--- src/common/otp_part_pkg.sv ---
// Shared error codes, widths and partition geometry, imported by all partition RTL and the testbench
`default_nettype none

package otp_part_pkg;

  ////////////////////
  // Error codes
  ////////////////////

  // Same encoding on the OTP macro error input and on the partition error output
  typedef enum logic [2:0] {
    NoError              = 3'h0,
    MacroError           = 3'h1,
    MacroEccCorrError    = 3'h2,
    MacroEccUncorrError  = 3'h3,
    MacroWriteBlankError = 3'h4,
    AccessError          = 3'h5,
    CheckFailError       = 3'h6,
    FsmStateError        = 3'h7
  } otp_err_e;

  ////////////////////
  // Widths
  ////////////////////

  // Digest and OTP read data width
  localparam int unsigned ScrmblBlockWidth = 64;
  // Software bus read data
  localparam int unsigned BusDataWidth = 32;
  // Native OTP word, a halfword
  localparam int unsigned OtpWidth = 16;
  localparam int unsigned OtpByteAddrWidth = 11;
  // Byte address to halfword address
  localparam int unsigned OtpAddrShift = 1;
  localparam int unsigned OtpAddrWidth = OtpByteAddrWidth - OtpAddrShift;
  // Number of OTP words minus one
  localparam int unsigned OtpSizeWidth = 2;
  // Bus word address into the window
  localparam int unsigned SwWindowAddrWidth = 9;

  ////////////////////
  // Partition geometry
  ////////////////////

  // Start and size in bytes, digest sits in the last 8 bytes
  localparam int unsigned PartOffset = 64;
  localparam int unsigned PartSize = 64;

  // One bit wider than a byte address so the end can be represented
  localparam logic [OtpByteAddrWidth:0] PartEnd =
      (OtpByteAddrWidth + 1)'(PartOffset + PartSize);

  localparam logic [OtpByteAddrWidth-1:0] DigestOffset =
      OtpByteAddrWidth'(PartEnd - ScrmblBlockWidth / 8);

  // Partition features
  localparam bit PartSwDigest = 1'b1;
  localparam bit PartReadLock = 1'b1;
  localparam bit PartWriteLock = 1'b1;
  localparam bit PartIntegrity = 1'b1;

  // Bus adapter turns this response code into a bus error
  localparam logic [1:0] BusErr = 2'b11;

endpackage : otp_part_pkg

`default_nettype wire
--- src/hw/otp_part_unbuf.sv ---
// Top of the unbuffered read-only OTP partition, connects the bus window and the OTP macro port
`timescale 1ns/1ps
`default_nettype none

module otp_part_unbuf (
  input  logic                                          clk_i,
  input  logic                                          rst_ni,
  // Init handshake, once per power cycle
  input  logic                                          init_req_i,
  output logic                                          init_done_o,
  // Escalation moves the partition into its terminal state
  input  logic                                          escalate_en_i,
  output otp_part_pkg::otp_err_e                        error_o,
  output logic                                          fsm_err_o,
  // Runtime locks in, aggregated locks out
  input  logic                                          read_lock_i,
  input  logic                                          write_lock_i,
  output logic                                          read_lock_o,
  output logic                                          write_lock_o,
  output logic [otp_part_pkg::ScrmblBlockWidth-1:0]     digest_o,
  // Bus window
  input  logic                                          tlul_req_i,
  output logic                                          tlul_gnt_o,
  input  logic [otp_part_pkg::SwWindowAddrWidth-1:0]    tlul_addr_i,
  output logic [1:0]                                    tlul_rerror_o,
  output logic                                          tlul_rvalid_o,
  output logic [otp_part_pkg::BusDataWidth-1:0]         tlul_rdata_o,
  // OTP macro
  output logic                                          otp_req_o,
  output logic [otp_part_pkg::OtpAddrWidth-1:0]         otp_addr_o,
  output logic [otp_part_pkg::OtpSizeWidth-1:0]         otp_size_o,
  input  logic                                          otp_gnt_i,
  input  logic                                          otp_rvalid_i,
  input  logic [otp_part_pkg::ScrmblBlockWidth-1:0]     otp_rdata_i,
  input  otp_part_pkg::otp_err_e                        otp_err_i
);

  // Address select, high picks the bus data address
  logic addr_sel;
  // Latch strobe for the bus address, same cycle as the grant
  logic addr_capture;
  logic addr_in_range;
  // Digest register write enable
  logic digest_wr;

  // Control FSM, also returns read data on the bus
  otp_part_fsm u_fsm (
    .clk_i           (clk_i),
    .rst_ni          (rst_ni),
    .init_req_i      (init_req_i),
    .escalate_en_i   (escalate_en_i),
    .otp_gnt_i       (otp_gnt_i),
    .otp_rvalid_i    (otp_rvalid_i),
    .otp_rdata_i     (otp_rdata_i),
    .otp_err_i       (otp_err_i),
    .tlul_req_i      (tlul_req_i),
    .addr_in_range_i (addr_in_range),
    .read_lock_i     (read_lock_o),
    .init_done_o     (init_done_o),
    .error_o         (error_o),
    .fsm_err_o       (fsm_err_o),
    .otp_req_o       (otp_req_o),
    .addr_sel_o      (addr_sel),
    .addr_capture_o  (addr_capture),
    .digest_wr_o     (digest_wr),
    .tlul_gnt_o      (tlul_gnt_o),
    .tlul_rvalid_o   (tlul_rvalid_o),
    .tlul_rerror_o   (tlul_rerror_o),
    .tlul_rdata_o    (tlul_rdata_o)
  );

  // Range check and OTP address formation
  otp_part_addr u_addr (
    .clk_i           (clk_i),
    .rst_ni          (rst_ni),
    .tlul_addr_i     (tlul_addr_i),
    .addr_capture_i  (addr_capture),
    .addr_sel_i      (addr_sel),
    .addr_in_range_o (addr_in_range),
    .otp_addr_o      (otp_addr_o),
    .otp_size_o      (otp_size_o)
  );

  // Digest storage and lock aggregation
  otp_part_lock u_lock (
    .clk_i        (clk_i),
    .rst_ni       (rst_ni),
    .digest_wr_i  (digest_wr),
    .otp_rdata_i  (otp_rdata_i),
    .init_done_i  (init_done_o),
    .read_lock_i  (read_lock_i),
    .write_lock_i (write_lock_i),
    .digest_o     (digest_o),
    .read_lock_o  (read_lock_o),
    .write_lock_o (write_lock_o)
  );

endmodule : otp_part_unbuf

`default_nettype wire

--- src/part_fsm/otp_part_fsm.sv ---
// Partition control FSM, sequences digest init and bus reads against the OTP macro and latches errors
`timescale 1ns/1ps
`default_nettype none

module otp_part_fsm (
  input  logic                                      clk_i,
  input  logic                                      rst_ni,
  input  logic                                      init_req_i,
  input  logic                                      escalate_en_i,
  input  logic                                      otp_gnt_i,
  input  logic                                      otp_rvalid_i,
  input  logic [otp_part_pkg::ScrmblBlockWidth-1:0] otp_rdata_i,
  input  otp_part_pkg::otp_err_e                    otp_err_i,
  input  logic                                      tlul_req_i,
  input  logic                                      addr_in_range_i,
  input  logic                                      read_lock_i,
  output logic                                      init_done_o,
  output otp_part_pkg::otp_err_e                    error_o,
  output logic                                      fsm_err_o,
  output logic                                      otp_req_o,
  output logic                                      addr_sel_o,
  output logic                                      addr_capture_o,
  output logic                                      digest_wr_o,
  output logic                                      tlul_gnt_o,
  output logic                                      tlul_rvalid_o,
  output logic [1:0]                                tlul_rerror_o,
  output logic [otp_part_pkg::BusDataWidth-1:0]     tlul_rdata_o
);
  import otp_part_pkg::*;

  // Code 3'h7 is unused and lands in the default branch
  typedef enum logic [2:0] {
    ResetSt    = 3'h0,
    InitSt     = 3'h1,
    InitWaitSt = 3'h2,
    IdleSt     = 3'h3,
    ReadSt     = 3'h4,
    ReadWaitSt = 3'h5,
    ErrorSt    = 3'h6
  } state_e;

  state_e   state_d, state_q;
  otp_err_e error_d, error_q;
  // Macro error after integrity filtering
  otp_err_e otp_err;
  // Granted request still owed a bus error
  logic     pending_d, pending_q;

  assign error_o = error_q;
  // Bus address is latched on every grant
  assign addr_capture_o = tlul_gnt_o;

  // ECC codes mean nothing without integrity, drop them
  always_comb begin
    if (!PartIntegrity && (otp_err_i inside {MacroEccCorrError, MacroEccUncorrError})) begin
      otp_err = NoError;
    end else begin
      otp_err = otp_err_i;
    end
  end

  ////////////////////
  // Next state
  ////////////////////

  always_comb begin
    state_d       = state_q;
    error_d       = error_q;
    pending_d     = 1'b0;
    init_done_o   = 1'b0;
    fsm_err_o     = 1'b0;
    otp_req_o     = 1'b0;
    // Digest address unless a data read is requested
    addr_sel_o    = 1'b0;
    digest_wr_o   = 1'b0;
    tlul_gnt_o    = 1'b0;
    tlul_rvalid_o = 1'b0;
    tlul_rerror_o = 2'b00;

    case (state_q)
      // Wait for the init pulse
      ResetSt: begin
        if (init_req_i) begin
          // Without a digest there is nothing to fetch
          state_d = PartSwDigest ? InitSt : IdleSt;
        end
      end
      // Digest fetch, hold the request until granted
      InitSt: begin
        otp_req_o = 1'b1;
        if (otp_gnt_i) begin
          state_d = InitWaitSt;
        end
      end
      // Store the digest and sort the response code
      InitWaitSt: begin
        if (otp_rvalid_i) begin
          digest_wr_o = 1'b1;
          if (otp_err inside {NoError, MacroEccCorrError}) begin
            state_d = IdleSt;
            // Correctable ECC is only a soft error
            if (otp_err != NoError) begin
              error_d = MacroEccCorrError;
            end
          end else begin
            state_d = ErrorSt;
            error_d = otp_err;
          end
        end
      end
      // Grant in the request cycle
      IdleSt: begin
        init_done_o = 1'b1;
        if (tlul_req_i) begin
          tlul_gnt_o = 1'b1;
          // A new access clears soft errors
          error_d    = NoError;
          state_d    = ReadSt;
        end
      end
      // Range and lock check, then request two OTP words
      ReadSt: begin
        init_done_o = 1'b1;
        if (addr_in_range_i && !read_lock_i) begin
          otp_req_o  = 1'b1;
          addr_sel_o = 1'b1;
          if (otp_gnt_i) begin
            state_d = ReadWaitSt;
          end
        end else begin
          // Bus error only, the partition stays usable
          tlul_rvalid_o = 1'b1;
          tlul_rerror_o = BusErr;
          error_d       = AccessError;
          state_d       = IdleSt;
        end
      end
      // Response goes out with the OTP data
      ReadWaitSt: begin
        init_done_o = 1'b1;
        if (otp_rvalid_i) begin
          tlul_rvalid_o = 1'b1;
          if (otp_err inside {NoError, MacroEccCorrError}) begin
            state_d = IdleSt;
            if (otp_err != NoError) begin
              error_d = MacroEccCorrError;
            end
          end else begin
            tlul_rerror_o = BusErr;
            error_d       = otp_err;
            state_d       = ErrorSt;
          end
        end
      end
      // Terminal, every request is answered with a bus error
      ErrorSt: begin
        if (error_q == NoError) begin
          error_d = FsmStateError;
        end
        if (pending_q) begin
          tlul_rvalid_o = 1'b1;
          tlul_rerror_o = BusErr;
        end else if (tlul_req_i) begin
          tlul_gnt_o = 1'b1;
          pending_d  = 1'b1;
        end
      end
      // Illegal encoding
      default: begin
        state_d   = ErrorSt;
        fsm_err_o = 1'b1;
      end
    endcase

    // Escalation overrides whatever the case decided
    if (escalate_en_i) begin
      state_d   = ErrorSt;
      fsm_err_o = 1'b1;
      if (state_q != ErrorSt) begin
        error_d   = FsmStateError;
        // An access granted but not yet answered is answered from ErrorSt
        pending_d = tlul_gnt_o ||
                    ((state_q inside {ReadSt, ReadWaitSt}) && !tlul_rvalid_o);
      end
    end
  end

  // Data only on a clean response
  assign tlul_rdata_o = (tlul_rvalid_o && tlul_rerror_o == 2'b00) ?
                        otp_rdata_i[BusDataWidth-1:0] : '0;

  ////////////////////
  // Registers
  ////////////////////

  always_ff @(posedge clk_i or negedge rst_ni) begin
    if (!rst_ni) begin
      state_q   <= ResetSt;
      error_q   <= NoError;
      pending_q <= 1'b0;
    end else begin
      state_q   <= state_d;
      error_q   <= error_d;
      pending_q <= pending_d;
    end
  end

endmodule : otp_part_fsm

`default_nettype wire

--- src/hw/otp_part_lock.sv ---
// Digest register and lock aggregation for the partition, read lock is also consumed by the FSM
`timescale 1ns/1ps
`default_nettype none

module otp_part_lock (
  input  logic                                      clk_i,
  input  logic                                      rst_ni,
  input  logic                                      digest_wr_i,
  input  logic [otp_part_pkg::ScrmblBlockWidth-1:0] otp_rdata_i,
  input  logic                                      init_done_i,
  input  logic                                      read_lock_i,
  input  logic                                      write_lock_i,
  output logic [otp_part_pkg::ScrmblBlockWidth-1:0] digest_o,
  output logic                                      read_lock_o,
  output logic                                      write_lock_o
);
  import otp_part_pkg::*;

  // Nonzero digest means the partition has been locked down
  logic digest_locked;
  logic read_lock_d;
  logic write_lock_d;

  assign digest_locked = (digest_o != '0);

  // Uninitialized, runtime lock or digest lock
  assign read_lock_d  = !init_done_i || read_lock_i || (PartReadLock && digest_locked);
  assign write_lock_d = !init_done_i || write_lock_i || (PartWriteLock && digest_locked);

  // Locks come out of reset set
  always_ff @(posedge clk_i or negedge rst_ni) begin
    if (!rst_ni) begin
      digest_o     <= '0;
      read_lock_o  <= 1'b1;
      write_lock_o <= 1'b1;
    end else begin
      if (digest_wr_i) begin
        digest_o <= otp_rdata_i;
      end
      read_lock_o  <= read_lock_d;
      write_lock_o <= write_lock_d;
    end
  end

endmodule : otp_part_lock

`default_nettype wire

--- src/hw/otp_part_addr.sv ---
// Bus address holder for the partition, range check and OTP word address and size generation
`timescale 1ns/1ps
`default_nettype none

module otp_part_addr (
  input  logic                                       clk_i,
  input  logic                                       rst_ni,
  input  logic [otp_part_pkg::SwWindowAddrWidth-1:0] tlul_addr_i,
  input  logic                                       addr_capture_i,
  // High selects the bus address, low the digest
  input  logic                                       addr_sel_i,
  output logic                                       addr_in_range_o,
  output logic [otp_part_pkg::OtpAddrWidth-1:0]      otp_addr_o,
  output logic [otp_part_pkg::OtpSizeWidth-1:0]      otp_size_o
);
  import otp_part_pkg::*;

  logic [SwWindowAddrWidth-1:0] tlul_addr_q;
  // Byte address of the granted word
  logic [OtpByteAddrWidth-1:0]  byte_addr;
  // Zero extended to compare against the partition end
  logic [OtpByteAddrWidth:0]    byte_addr_ext;
  logic [OtpByteAddrWidth-1:0]  addr_calc;

  // Address taken on the grant
  always_ff @(posedge clk_i or negedge rst_ni) begin
    if (!rst_ni) begin
      tlul_addr_q <= '0;
    end else if (addr_capture_i) begin
      tlul_addr_q <= tlul_addr_i;
    end
  end

  assign byte_addr     = {tlul_addr_q, 2'b00};
  assign byte_addr_ext = {1'b0, byte_addr};

  // Inside [PartOffset, PartEnd)
  assign addr_in_range_o = (byte_addr_ext >= (OtpByteAddrWidth + 1)'(PartOffset)) &&
                           (byte_addr_ext < PartEnd);

  assign addr_calc = addr_sel_i ? byte_addr : DigestOffset;

  // OTP is halfword addressed
  assign otp_addr_o = addr_calc[OtpByteAddrWidth-1:OtpAddrShift];

  // Full 64-bit block for the digest, one bus word for data
  assign otp_size_o = addr_sel_i ? OtpSizeWidth'(BusDataWidth / OtpWidth - 1) :
                                   OtpSizeWidth'(ScrmblBlockWidth / OtpWidth - 1);

endmodule : otp_part_addr

`default_nettype wire

--- config.mk ---
export PLATFORM = sky130hd
export DESIGN_NAME = otp_part_unbuf
export DESIGN_NICKNAME = d
export VERILOG_FILES = /design/src/common/otp_part_pkg.sv /design/src/hw/otp_part_unbuf.sv /design/src/part_fsm/otp_part_fsm.sv /design/src/hw/otp_part_lock.sv /design/src/hw/otp_part_addr.sv
export SDC_FILE = /design/constraint.sdc
export NUM_CORES = 1
export LEC_CHECK = 0
export BUFFER_PORTS_ARGS = -buffer_cell sky130_fd_sc_hd__buf_2
export CAP_MARGIN = 25
export CORE_UTILIZATION = 35
export CTS_CLUSTER_DIAMETER = 150
export CTS_CLUSTER_SIZE = 8
export DETAILED_ROUTE_END_ITERATION = 16
export HOLD_SLACK_MARGIN = 0.12
export SYNTH_ARGS = -nofsm -noshare
export SYNTH_HDL_FRONTEND = slang
export SYNTH_SLANG_ARGS = --single-unit
export TNS_END_PERCENT = 30
--- constraint.sdc ---
create_clock -name clk_i -period 1.85 [get_ports clk_i]
set_input_delay 0.2775 -clock clk_i [delete_from_list [all_inputs] [get_ports clk_i]]
set_output_delay 0.2775 -clock clk_i [all_outputs]
set_load 0.02 [all_outputs]
Yosys cells after proc, flatten, opt, wreduce, memory -nomap -nowiden. Cells that the tools add are included.

Output and inout port bits: 120. Bits in registers: 82. Input port bits: 85. Word-level logic and storage cells: 90.

Multiplexer cells: 43. Equality and inequality tests: 14. Order comparisons: 2. Reductions and logical operators: 24.

Operators with widths (number): $reduce_bool A64 Y1 (1); $mux W3 (16); $mux W32 (1); $pmux W3 S6 (1); $mux W1 (14); $ne A3 B3 Y1 const B (4); $pmux W3 S4 (1); $ge A11 B7 Y1 const B (1); $lt A11 B8 Y1 const B (1); $mux W11 (1); $mux W2 (5); $eq A3 B2 Y1 const B (3); $eq A3 B3 Y1 const B (3); $logic_not A3 Y1 (3); $reduce_or A7 Y1 (1); $pmux W2 S3 (1); $reduce_and A6 Y1 (1); $logic_or A1 B1 Y1 (5); $logic_and A1 B1 Y1 (4); $ne A4 B4 Y1 const B (1); $pmux W1 S2 (2); $reduce_bool A2 Y1 (2); $eq A3 B1 Y1 const B (1); $logic_not A1 Y1 (3); 7 further kinds (7).

Logic depth before layout (Yosys ltp).
Depth in word-level cells: 10. Mapped depth: 7.

Hierarchy. Synthesis repeated with hierarchy kept, for this count alone.

Cell total of the unflattened synthesis: 339. Area, all modules: 4013.8 um^2.

Modules (own cells, without submodules): otp_part_lock (area an instance 2568.7 um^2, sequential area each 1654.1 um^2, instances 1, cells an instance 160); otp_part_fsm (area an instance 978.4 um^2, sequential area each 175.2 um^2, instances 1, cells an instance 144); otp_part_addr (area an instance 466.7 um^2, sequential area each 225.2 um^2, instances 1, cells an instance 35).

Worst setup path after synthesis. Ideal clock, no wire load.

Kind: reg2out. Start: reg u_addr.tlul_addr_q[6]. End: out otp_addr_o[1] in the netlist's numbering. Buffers on the path: 1. Data arrival time: 1617 ps. Path slack: -44 ps. Cell stages (with the launch flop): 6. Data required time: 1572 ps. Cells stage by stage: dfrtp_1 > nor4b_4 > nand2_2 > or3_1 > buf_2 > nor2_1.

Cells in the longest elaborated chain, start to end: 6. Elaborated cells on any way between the ends: 7.

Ends and longest elaborated chain: from (decl) (RTL line otp_part_addr.sv:18) `logic [SwWindowAddrWidth-1:0] tlul_addr_q;`; from (signal assigned) (RTL line otp_part_addr.sv:30) `tlul_addr_q <= tlul_addr_i;`; $ge A11 B7 Y1 or $lt A11 B8 Y1 (tied branches) (RTL line otp_part_addr.sv:38, otp_part_addr.sv:39); $logic_and A1 B1 Y1 * (RTL line otp_part_addr.sv:38) `assign addr_in_range_o = (byte_addr_ext >= (OtpByteAddrWidth + 1)'(PartOffset)) &&`; $logic_and A1 B1 Y1 * (RTL line otp_part_fsm.sv:124) `if (addr_in_range_i && !read_lock_i) begin`; $mux W1 * (RTL line otp_part_fsm.sv:124); $mux W1 * (RTL line otp_part_fsm.sv:80) `case (state_q)`; $mux W11 * (RTL line otp_part_addr.sv:41) `assign addr_calc = addr_sel_i ? byte_addr : DigestOffset;`; to (decl) (RTL line otp_part_unbuf.sv:30) `output logic [otp_part_pkg::OtpAddrWidth-1:0] otp_addr_o,`.

Every way passes the cells marked *; elsewhere a longest branch is shown, timed or not.

Final worst setup path.
Start: reg u_addr.tlul_addr_q[6]. End: out otp_addr_o[3] in the netlist's numbering.

The elaborated chain is that of the path after synthesis.

==> results by stage <==
Hold path:
- The number of cells on the worst hold path is 2.
- The launch instance of the worst min-delay path is write_lock_i.
- The tightest min-delay check is of the in -> reg type.
- The path with the worst hold slack has its endpoint at u_lock.write_lock_o.

Drt:
- Summed over all layers, the routed wires come to 12.06 mm.
- For this block, the via count after detailed routing is around 3600.
- The number of search-and-repair iterations in the first detailed-routing pass is 6.
- The first routing iteration left about 200 violations.
- The count of nets left with antenna violations after detail routing is 0.
- Dividing the detail-routed wire length by the instance count gives about 17 um.
- The number of DRC violations after detailed routing is 0.
- The ratio of routed vias to standard cells is ~5.

Synth:
- Synthesis inferred 82 register bits.
- Yosys mapped a number of flops with a built-in enable equal to 0.
- The synthesized design spends more area on one cell type than any other, namely dfrtp_1.
- Of the post-synthesis cell area, the dominant cell type holds 0.5009.
- Synthesis produced a netlist whose cell count is approximately 340.
- The share of the Yosys chip area taken by registers is 0.5141.
- The distinct cell type count of the synthesized netlist is 48.
- Of all flip-flops after synthesis, the portion carrying an async set or reset was 1.000.
- The netlist area before placement is ~0.0040 mm^2.
- For this run, the leading register cell type out of synthesis is dfrtp_1.
- Sorting the synthesized cells by area gives the leading types as dfrtp_1 (50%), mux2_1 (20%), and2_1 (5.0%).
- The number of warnings printed during yosys synthesis is 0.
- The mean cell area of the mapped netlist is between 10 and 15 um^2.

STA:
- The count of pins over their slew limit came to 0.
- The part of the cycle the worst path needs is 1.152.
- Setup repair after global routing could not meet its margin everywhere.
- Setup violations remaining at the end of the flow were counted as 43.
- The final-report hold violation count is 0.
- Timing would allow up to about 470 MHz.
- Across the routed clock network, the largest skew measured is about 5.0 ps.
- The time the worst path needs with I/O delays and setup is approximately 2100 ps.
- The setup slack of the critical path after layout is -280.9 ps.
- The tightest hold path in the finished design has a slack of about 140 ps.

CTS:
- The buffer type at the clock tree root is clkbuf_16.
- The number of buffers inserted during clock tree synthesis is 9.
- The maximum root-to-sink buffer count is 2.
- For this design, the sink count on the clock tree is 82.
- TritonCTS built the clock tree.
- The number of levels the H-tree was split into is 3.
- After clock tree synthesis, the clock-pin slew on the worst setup and hold paths is ~60 ps.
- The clock reaches the later pin of the worst-skew pair after roughly 330 ps.

Critical path:
- For the worst setup path, the data required time is about 1600 ps.
- The startpoint type of the worst setup path is a flop.
- The maximum fanout count along the critical path is 5.
- The terminus of the critical flop-to-flop path is u_fsm.state_q[2].
- The number of cells traversed by the worst register-to-register path is 6.
- The launch instance of the worst register-to-register path is u_addr.tlul_addr_q[6].
- The register-to-register setup slack is -20 ps.
- Data on the critical path arrives at its endpoint at ~1900 ps.
- STA classifies the critical path endpoint as an output pin.
- By startpoint and endpoint, the worst setup path is classified as reg -> out.

Final layout:
- Fill cells in the final layout number about 980.
- The multi-input combinational cell area is 0.001937 mm^2.
- The area growth from synthesis to layout is 53.91%.
- The library cells used most frequently in the layout, excluding fill and tap cells, are buf_2 (154), dfrtp_1 (77), mux2_1 (71), buf_6 (39), buf_4 (36).
- The net count reported at finish is 654.
- The most frequent standard cell in the layout excluding fill and tap cells is buf_2.
- Once layout is complete, the utilization of the core stands at 0.5600.
- Of the cells placed in the final design, the portion with a size suffix greater than 1 is 0.5279.
- The combined flip-flop and latch cell area is a little over 0.002 mm^2.
- 0 antenna diodes ended up in the layout.
- The summed area of non-filler cells in the final layout is a little over 0.006 mm^2.

Place:
- The post-placement cell area is ~0.0053 mm^2.
- The placed wire-length estimate after detailed placement is approximately 8.6 mm.
- The number of I/O port buffers is between 150 and 200.
- At the end of routability-driven placement, the weighted congestion stood at between 0.9 and 1.

Floorplanning:
- The area of the die is 0.01185 mm^2.
- The die is ~110 um wide.
- The floorplan has 38 rows.
- The core region is around 0.011 mm^2.
- The floorplan die height is ~110 um.
- For this design the top-level I/O count stands at between 200 and 250.
- The initial utilization of the core area, before any placement, comes to 0.3639.

GRT:
- The overall track demand over capacity in global routing is 0.2029.
- For this run the aggregate overflow at the end of global routing stands at 0.
- The global-route wire length before repair is 18.02 mm.
- The number of antenna violations at the first check in global routing is 0.
- The via count of the first global-routing pass is between 3000 and 4000.
- Entering global routing, the biggest net connects 39 pins.

Run status:
- The checks that failed: setup timing.
- The run finished, with violations left.

Power:
- Across the VDD grid, the largest voltage drop is slightly below 0.0006 V.
- The analysis attributes to cell leakage a power of around 0.0030 uW.
- In this run the power density over the cells is about 1000 mW/mm^2.

Run:
- The max-cap check violation count is 0.
[kinds of logic (layout without fill, tap and decap cells)]
group,count (synthesis),in the layout,synth area share
compound gates,40,40,0.06857
buf+inv,32,258,0.04195
flops,82,82,0.5141
mux,73,73,0.2054
other cells,2,7,0.001879
simple gates,114,114,0.1681
[synthesized netlist by cell type, drive strengths merged (2+ instances only)]
| master | count |
|---|---|
| a21oi | 10 |
| a22oi | 2 |
| a31o | 2 |
| a31oi | 2 |
| and2 | 32 |
| buf | 21 |
| clkbuf | 7 |
| conb | 2 |
| dfrtp | 80 |
| dfstp | 2 |
| inv | 4 |
| mux2 | 72 |
| nand2 | 11 |
| nand2b | 6 |
| nand3 | 4 |
| nand4 | 6 |
| nor2 | 17 |
| nor2b | 5 |
| nor3 | 3 |
| nor4 | 19 |
| o21a | 2 |
| o21ai | 7 |
| o22ai | 3 |
| o32ai | 2 |
| or2 | 6 |
| or3 | 2 |
[state kept, by name (all words and copies together), names as in the netlist]
signal	count
u_fsm.state_q	3
u_addr.tlul_addr_q	9
u_fsm.pending_q	1
u_fsm.error_o	3
u_lock.read_lock_o	1
u_lock.write_lock_o	1
u_lock.digest_o	64
[stage by stage]
step / worst slack, ps / std cells / total power [uW] / TNS, ps
global placement: -8.194 / 680 / 4522 / -16.92
global route: -372.3 / 714 / 6759 / -10370
CTS: -301.6 / 710 / 6459 / -4903
finish: -280.9 / 714 / 6402 / -6237
detailed placement: -28.38 / 680 / 4560 / -81.09
floorplan: -43.00 / 348 / 3694 / -129.0
[how the worst max path moves through the flow]
stage                                     start       endpoint  slack, ps  depth (start not counted)
after floorplan           u_addr.tlul_addr_q[6]  otp_addr_o[2]        -40                          5
after global placement    u_addr.tlul_addr_q[6]  otp_addr_o[3]         -8                          5
after detailed placement  u_addr.tlul_addr_q[6]  otp_addr_o[4]        -30                          5
after CTS                 u_addr.tlul_addr_q[8]  otp_addr_o[3]       -300                          5
after global routing      u_addr.tlul_addr_q[6]  otp_addr_o[3]       -370                          5
final                     u_addr.tlul_addr_q[6]  otp_addr_o[3]       -280                          5
[area by class of cell]
type	count	area share
clock buffers	12	0.04333
clock inverters	4	0.007933
inverters	4	0.002441
multi-input cells	234	0.3149
flip-flops and latches	82	0.3346
well taps	140	0.02848
repair buffers	238	0.2683
[worst max-delay path: stages (launching register included)]
cell     delay [ps]
dfrtp_1         400
nor4b_4         320
nand2_2          80
or3_4           360
or2_1           230
buf_6           130
[layer usage]
layer  track usage  vias to the layer above  wire (um)
met5             0                        -          0
met1        0.2425                     1737       4885
li1              -                     1670          -
met4       0.06950                        0        205
met3       0.06336                       15        900
met2        0.3445                      162       6069
[what timing repair did]
action / CTS / global route
setup endpoints to repair: 47 / 85
hold endpoints to repair: 27 / 0
cloned: 0 / 2
setup buffers: 12 / 2
gates resized for setup: 75 / 48
pin swaps: 5 / 8
hold buffers: 2 / 0
[report_power, final]
part           internal (uW)  switching, uW  leakage (uW)
logic                    744           1120       0.00183
clock network           1150            690      0.000159
registers               2290            400      0.000995
total                   4190           2210       0.00298
No activity file was read; power rests on OpenSTA's default activity.
